===== src/source/checker_defs.svh =====
// Bus widths for the pattern, Ethernet and address paths
// RDMX magic number and the IPv4 length overheads
// Bit positions of the sticky error vector
`ifndef CHECKER_DEFS_SVH
`define CHECKER_DEFS_SVH

// Ethernet stream beat, in bits and in bytes
`define AXIS_DATA_W       512
`define BEAT_BYTES        64

// Frame-data pattern and RDMX target address widths
`define PATTERN_W         32
`define RDMX_ADDR_W       64

// Every RDMX packet carries this value in its header
`define RDMX_MAGIC        16'h0122

// IPv4 length is the payload size plus this many header bytes
`define IP_OVERHEAD       50
`define FC_PAYLOAD_BYTES  4

// Error vector, frame-data bits first, then frame-counter bits
`define ERR_W             10
`define FD_BAD_MAGIC      0
`define FD_BAD_PSIZE      1
`define FD_BAD_TADDR      2
`define FD_BAD            3
`define FD_BAD_PLEN       4
`define FC_BAD_MAGIC      5
`define FC_BAD_PSIZE      6
`define FC_BAD_TADDR      7
`define FC_BAD            8
`define FC_BAD_PLEN       9

`endif

===== src/source/checker_pkg.sv =====
// Checker state types
// FSM state enum, error vector and counter widths
`default_nettype none

`include "checker_defs.svh"

package checker_pkg;

    // Phase sequence: pattern, frame-data packets, then the frame counter
    typedef enum logic [2:0] {
        GET_PATTERN,
        GET_FD_HEADER,
        GET_FD_PAYLOAD,
        GET_FC_HEADER,
        GET_FC_PAYLOAD
    } fsm_state_t;

    // Sticky error bits, one per kind of fault
    typedef logic [`ERR_W-1:0] err_vec_t;

    // Beats seen so far in the current packet
    typedef logic [7:0] beat_count_t;

    // Frame-data packets seen so far in the current phase
    typedef logic [31:0] pkt_count_t;

    // Packets completed since reset
    typedef logic [63:0] total_count_t;

endpackage

`default_nettype wire


===== src/source/rdmx_pkg.sv =====
// Wire-format types of the RDMX receive stream
// Beat, pattern, header field and frame-counter vectors
`default_nettype none

`include "checker_defs.svh"

package rdmx_pkg;

    // One beat of the Ethernet stream
    typedef logic [`AXIS_DATA_W-1:0] beat_t;

    // Frame-data pattern, replicated across every payload beat
    typedef logic [`PATTERN_W-1:0] pattern_t;

    // IPv4 total length, also used for the frame-data packet size
    typedef logic [15:0] ip_len_t;

    // RDMX magic number field
    typedef logic [15:0] magic_t;

    // RDMX target address
    typedef logic [`RDMX_ADDR_W-1:0] rdmx_addr_t;

    // Frame counter carried by the last packet of a phase
    typedef logic [31:0] fc_t;

endpackage

`default_nettype wire


===== src/source/phase_check_fsm.sv =====
// Phase sequencing FSM for the RDMX receive checker
// Header, payload and beat-count checks with sticky error bits
// Packet counters and the stream ready levels
`timescale 1ns/1ps
`default_nettype none

`include "checker_defs.svh"

module phase_check_fsm (
    input  logic                        clk,
    input  logic                        resetn,
    input  rdmx_pkg::pattern_t          pattern_tdata,
    input  logic                        pattern_tvalid,
    output logic                        pattern_tready,
    output logic                        eth_tready,
    input  logic                        beat_valid,
    input  logic                        beat_last,
    input  rdmx_pkg::beat_t             beat_data,
    input  rdmx_pkg::ip_len_t           beat_ip_len,
    input  rdmx_pkg::magic_t            beat_magic,
    input  rdmx_pkg::rdmx_addr_t        beat_addr,
    input  rdmx_pkg::fc_t               beat_fc,
    input  rdmx_pkg::ip_len_t           packet_size,
    input  checker_pkg::pkt_count_t     fd_packets_per_phase,
    input  rdmx_pkg::rdmx_addr_t        rfc_addr,
    input  rdmx_pkg::rdmx_addr_t        expected_fd_addr,
    output logic                        fd_advance,
    output checker_pkg::err_vec_t       error,
    output logic                        all_good,
    output checker_pkg::total_count_t   total_packets_rcvd,
    output rdmx_pkg::fc_t               expected_fc,
    output rdmx_pkg::pattern_t          expected_frame_pattern,
    output rdmx_pkg::rdmx_addr_t        expected_rdmx_addr
);
    import rdmx_pkg::*;
    import checker_pkg::*;

    // IPv4 length of the frame-counter packet never changes
    localparam ip_len_t FC_IP_LEN = ip_len_t'(`FC_PAYLOAD_BYTES + `IP_OVERHEAD);

    fsm_state_t  state;
    logic        active;
    logic        pattern_accept;
    beat_count_t beat_count;
    pkt_count_t  fd_packet_count;
    beat_t       expected_frame_data;
    ip_len_t     fd_ip_len;
    beat_count_t fd_beats;

    //============================================================
    // Stream handshakes
    //============================================================
    // Holds both streams stalled until the first edge after reset
    always_ff @(posedge clk) begin
        if (!resetn) begin
            active <= 1'b0;
        end else begin
            active <= 1'b1;
        end
    end

    // Only one stream moves at a time, chosen by the state
    assign pattern_tready = active && (state == GET_PATTERN);
    assign eth_tready     = active && (state != GET_PATTERN);
    assign pattern_accept = pattern_tvalid && pattern_tready;

    // Expected values derived from the configuration
    assign expected_frame_data = {(`AXIS_DATA_W / `PATTERN_W){expected_frame_pattern}};
    assign fd_ip_len = packet_size + ip_len_t'(`IP_OVERHEAD);
    assign fd_beats  = beat_count_t'(packet_size / ip_len_t'(`BEAT_BYTES));
    assign all_good  = (error == '0);

    //============================================================
    // Phase sequencer and checks
    //============================================================
    always_ff @(posedge clk) begin
        // Tracker strobe is high for one cycle per frame-data header
        fd_advance <= 1'b0;

        if (!resetn) begin
            state              <= GET_PATTERN;
            error              <= '0;
            total_packets_rcvd <= '0;
            expected_fc        <= '0;
            expected_rdmx_addr <= '0;
            beat_count         <= '0;
            fd_packet_count    <= '0;
        end else if (error == '0) begin
            // The faulty packet's own last beat still counts here
            if (beat_last) begin
                total_packets_rcvd <= total_packets_rcvd + total_count_t'(1);
            end
            // Header states restart this at one
            if (beat_valid) begin
                beat_count <= beat_count + beat_count_t'(1);
            end

            case (state)
                GET_PATTERN: begin
                    if (pattern_accept) begin
                        expected_frame_pattern <= pattern_tdata;
                        fd_packet_count        <= '0;
                        state                  <= GET_FD_HEADER;
                    end
                end

                GET_FD_HEADER: begin
                    if (beat_valid) begin
                        if (beat_magic != `RDMX_MAGIC) begin
                            error[`FD_BAD_MAGIC] <= 1'b1;
                        end
                        if (beat_ip_len != fd_ip_len) begin
                            error[`FD_BAD_PSIZE] <= 1'b1;
                        end
                        if (beat_addr != expected_fd_addr) begin
                            error[`FD_BAD_TADDR] <= 1'b1;
                            expected_rdmx_addr   <= expected_fd_addr;
                        end
                        fd_advance      <= 1'b1;
                        fd_packet_count <= fd_packet_count + pkt_count_t'(1);
                        beat_count      <= beat_count_t'(1);
                        state           <= GET_FD_PAYLOAD;
                    end
                end

                GET_FD_PAYLOAD: begin
                    if (beat_valid) begin
                        if (beat_data != expected_frame_data) begin
                            error[`FD_BAD] <= 1'b1;
                        end
                        if (beat_last) begin
                            if (beat_count != fd_beats) begin
                                error[`FD_BAD_PLEN] <= 1'b1;
                            end
                            // The header count already includes this packet
                            if (fd_packet_count == fd_packets_per_phase) begin
                                state <= GET_FC_HEADER;
                            end else begin
                                state <= GET_FD_HEADER;
                            end
                        end
                    end
                end

                GET_FC_HEADER: begin
                    if (beat_valid) begin
                        if (beat_magic != `RDMX_MAGIC) begin
                            error[`FC_BAD_MAGIC] <= 1'b1;
                        end
                        if (beat_ip_len != FC_IP_LEN) begin
                            error[`FC_BAD_PSIZE] <= 1'b1;
                        end
                        if (beat_addr != rfc_addr) begin
                            error[`FC_BAD_TADDR] <= 1'b1;
                            expected_rdmx_addr   <= rfc_addr;
                        end
                        // Phase n carries frame counter n
                        expected_fc <= expected_fc + fc_t'(1);
                        beat_count  <= beat_count_t'(1);
                        state       <= GET_FC_PAYLOAD;
                    end
                end

                GET_FC_PAYLOAD: begin
                    if (beat_valid) begin
                        if (beat_fc != expected_fc) begin
                            error[`FC_BAD] <= 1'b1;
                        end
                        if (beat_last) begin
                            if (beat_count != beat_count_t'(1)) begin
                                error[`FC_BAD_PLEN] <= 1'b1;
                            end
                            state <= GET_PATTERN;
                        end
                    end
                end

                default: begin
                    state <= GET_PATTERN;
                end
            endcase
        end
    end

endmodule

`default_nettype wire


===== config.mk =====
export PLATFORM = sky130hd
export DESIGN_NAME = phase_check_fsm
export DESIGN_NICKNAME = d
export VERILOG_FILES = /design/src/source/checker_pkg.sv /design/src/source/rdmx_pkg.sv /design/src/source/phase_check_fsm.sv
export VERILOG_INCLUDE_DIRS = /design/src /design/src/source
export SDC_FILE = /design/constraint.sdc
export NUM_CORES = 1
export LEC_CHECK = 0
export ABC_CLOCK_PERIOD_IN_PS = 6900
export BUFFER_PORTS_ARGS = -buffer_cell sky130_fd_sc_hd__buf_2
export CORE_AREA = 2 2 416 418
export DETAILED_ROUTE_END_ITERATION = 10
export DIE_AREA = 0 0 418 420
export PLACE_DENSITY = 0.31
export SLEW_MARGIN = 20
export SYNTH_ARGS = -nofsm -noshare
export SYNTH_HDL_FRONTEND = slang
export SYNTH_SLANG_ARGS = --single-unit
export TNS_END_PERCENT = 50

===== constraint.sdc =====
create_clock -name clk -period 6.9 [get_ports clk]
set_input_delay 1.38 -clock clk [delete_from_list [all_inputs] [get_ports clk]]
set_output_delay 1.38 -clock clk [all_outputs]
set_load 0.01 [all_outputs]

==> metrics.yaml <==
cells_and_area:
  fin_cells: 5549
  regArea_sq_um: 5270
  final_nets: 4115
  area_growth_pct: 51.6
  fillers: 19700
  multi_input_area_sq_um: 12400
  drive_gt1_frac: 0.368
worst_setup_path:
  cp-end-kind: "flop"
  reg2reg_depth: 8
  r2r-start: "expected_frame_pattern[23]"
  cp_max_fo: 11
  arrival_ns: 4.63
  cp.required_ns: 7.34
  path_class: "flop to flop"
  rr_endpoint: "error[3]"
  start_kind: "flop"
  reg2reg_slack_ns: 2.71
cts:
  clkSlewWorstSetupHoldPaths_ns: 0.06
  cts-resized-gates: 0
  tritoncts: "yes"
  clock_sinks: 247
  root_buffer: "clkbuf_16"
  h-tree-depth: 2
  cts_made_buffers: 36
  clock_path_buffers: 3
  postCtsSetupRepairBufs: 0
  ctsHoldBuffers: 0
  clkLatencyLatePin_ns: 0.59
pwr:
  comb_power_share: 0.332
  p_seq_frac: 0.315
  cell_internal_pwr_mw: 3.42
  swShare: 0.384
  leakage_nw: 11.4
  p_switching_mw: 2.13
  p_clk_frac: 0.353
  power_density_nw_per_um2: 201
  vdd_ir_drop_max_mv: 0.138
synthesis:
  syn-num-nets: 3096
  avgSynthCellArea_sq_um: 8.15
  ys_seq_area_frac: 0.289
  synth-seq-cells: 247
  ys_top_cells_by_count: "xor2_1 (274), xnor2_1 (218), dfxtp_1 (215)"
  syn_area_sq_um: 18200
  synth_top_cell_by_area: "dfxtp_1"
  synth.distinct_cells: 66
  yosysTopAreaCellShare: 0.236
  synth_area_leaders: "dfxtp_1 (24%), xor2_1 (13%), xnor2_1 (10%), edfxtp_1 (5.3%), mux2i_1 (3.8%)"
  synth-edff-count: 32
  synth_flop_cell: "dfxtp_1"
  synth_most_common_cell: "xor2_1"
  synth_warnings: 0
  synth_cells: 2236
  synthArstFlopShare: 0
sta:
  drv_slew: 0
  max_freq_ghz: 0.239
  finalSetupViolCount: 0
  rsz0062_at_grt: "no"
  finalCritPeriodShare: 0.607
  setup_tns_ns: 0
  hold_viol_final: 0
  tightestPinTransition_ns: 1.10
  slew_headroom: 0.264
  skew_ns: 0.0257
  min_period_ns: 4.19
grt:
  grt_pass1_vias: 22100
  grt.overflow.total: 0
  grtUsageTotal: 0.162
  antenna_found_initial: 87
  grt_max_degree: 129
  grt_pass1_wl_um: 194000
drt:
  dr.pass1.iters: 5
  wire_per_inst_um: 27.0
  viasPerCell: 3.97
  remaining_drc_errors: 0
  top_layer: "met5"
  postRouteAntennaNets: 0
  wl_um: 150000
  met2_length_um: 83600
  route.met3.wl_um: 8360
  wl_met1_um: 49700
  detailroute.via_count: 22000
  drt_iter0_drc: 1112
min_path:
  hold_end: "total_packets_rcvd[29]"
  min_path_cells: 2
  hold_class: "flop to flop"
  holdCritStartpoint: "total_packets_rcvd[29]"
place:
  dp_cells: 5450
  gp_congestion: 0.944
  dp_hpwl_um: 129000
  port-buffer-count: 1058
floorplanning:
  rows: 152
  die-area_sq_um: 176000
  start_util: 0.107
  core_sq_um: 171000
  die_h_um: 420
  io_pins: 1059
  die_w_um: 418
status:
  status: "complete, no violations"
job:
  maxCapViolations: 0
## final cells by class
cell class,instances,area share
Inverter,43,0.00602
Timing Repair Buffer,1115,0.208
Clock buffer,56,0.0390
Sequential cell,247,0.191
Tap cell,2233,0.101
Clock inverter,8,0.00462
Antenna cell,35,0.00317
Multi-Input combinational cell,1812,0.448
## cells in the final DEF, fill, tap and decap left out, drive strengths merged, types with 33 or more instances in the layout
cell type	netlist	final
and3	79	79
o22ai	33	33
a21oi	121	121
or3	56	56
nor3	107	107
diode	0	35
xor2	274	274
buf	27	1115
nand2	98	98
nand3	101	101
clkbuf	107	56
dfxtp	215	215
xnor2	218	218
nor4	107	107
o21ai	52	52
a311oi	65	65
inv	43	45
mux2i	69	69
nand4	89	89
nor2	177	177
## worst max-delay path, cell delays in order, from the launching register on
cell and delay [ns]:
edfxtp_1 1.06, buf_4 0.37, xnor2_1 0.15, nand4_1 0.13, nor4_1 0.67, nand4_1 0.16, or4_1 0.69, nor4_1 0.66
a31oi_1 0.15
## per-layer routing
layer	vias up	GRT usage
li1	10300	-
met1	10500	0.153
met2	912	0.326
met3	270	0.0339
met4	14	0.0814
met5	-	0
## power groups by stage
stage / clock network, mW / logic (mW) / registers, mW
CTS: 2.07 / 1.90 / 1.75
detailed placement: 0 / 1.89 / 1.78
global placement: 0 / 1.88 / 1.78
floorplan: 0 / 0.764 / 1.78
finish: 1.96 / 1.84 / 1.75
global route: 2.10 / 1.99 / 1.77
## cells by family (layout without fill, tap and decap cells)
group / after synthesis / count (layout) / synth area share
other: 0 / 35 / 0
adders and majority gates: 7 / 7 / 0.00480
DFF: 247 / 247 / 0.289
muxes: 69 / 69 / 0.0379
xor gates and xnor gates: 492 / 492 / 0.236
buffers and inverters: 177 / 1222 / 0.0376
and+or+nand+nor: 890 / 890 / 0.267
AOI/OAI and AO/OA: 354 / 354 / 0.128
## stage by stage
step                      instance area (sq um)  hold slack [ns]  setup slack (ns)   util  power [mW]
after floorplan                           18200            0.469              2.29      -        2.54
after global placement                    26300            0.490              2.12  0.154        3.67
after detailed placement                  26300            0.498              2.21  0.154        3.67
after CTS                                 27500            0.507              2.62  0.161        5.72
after global routing                      27600            0.538              2.65  0.161        5.86
final                                     27600            0.511              2.71  0.162        5.54
## state kept, by name, summed over array words and instances, names as in the netlist, named ones only
signal                  flops
active                      1
fd_packet_count            32
expected_rdmx_addr         64
state                       3
beat_count                  1
expected_frame_pattern     32
expected_fc                32
total_packets_rcvd         64
fd_advance                  1
error                      10
## worst max-delay path by stage
stage,start,end
floorplan,resetn,expected_frame_pattern[0]
global placement,beat_data[75],error[3]
detailed placement,beat_data[75],error[3]
CTS,expected_frame_pattern[23],error[3]
global route,expected_frame_pattern[23],error[3]
finish,expected_frame_pattern[23],error[3]
Power figures use the tool's default switching activity.
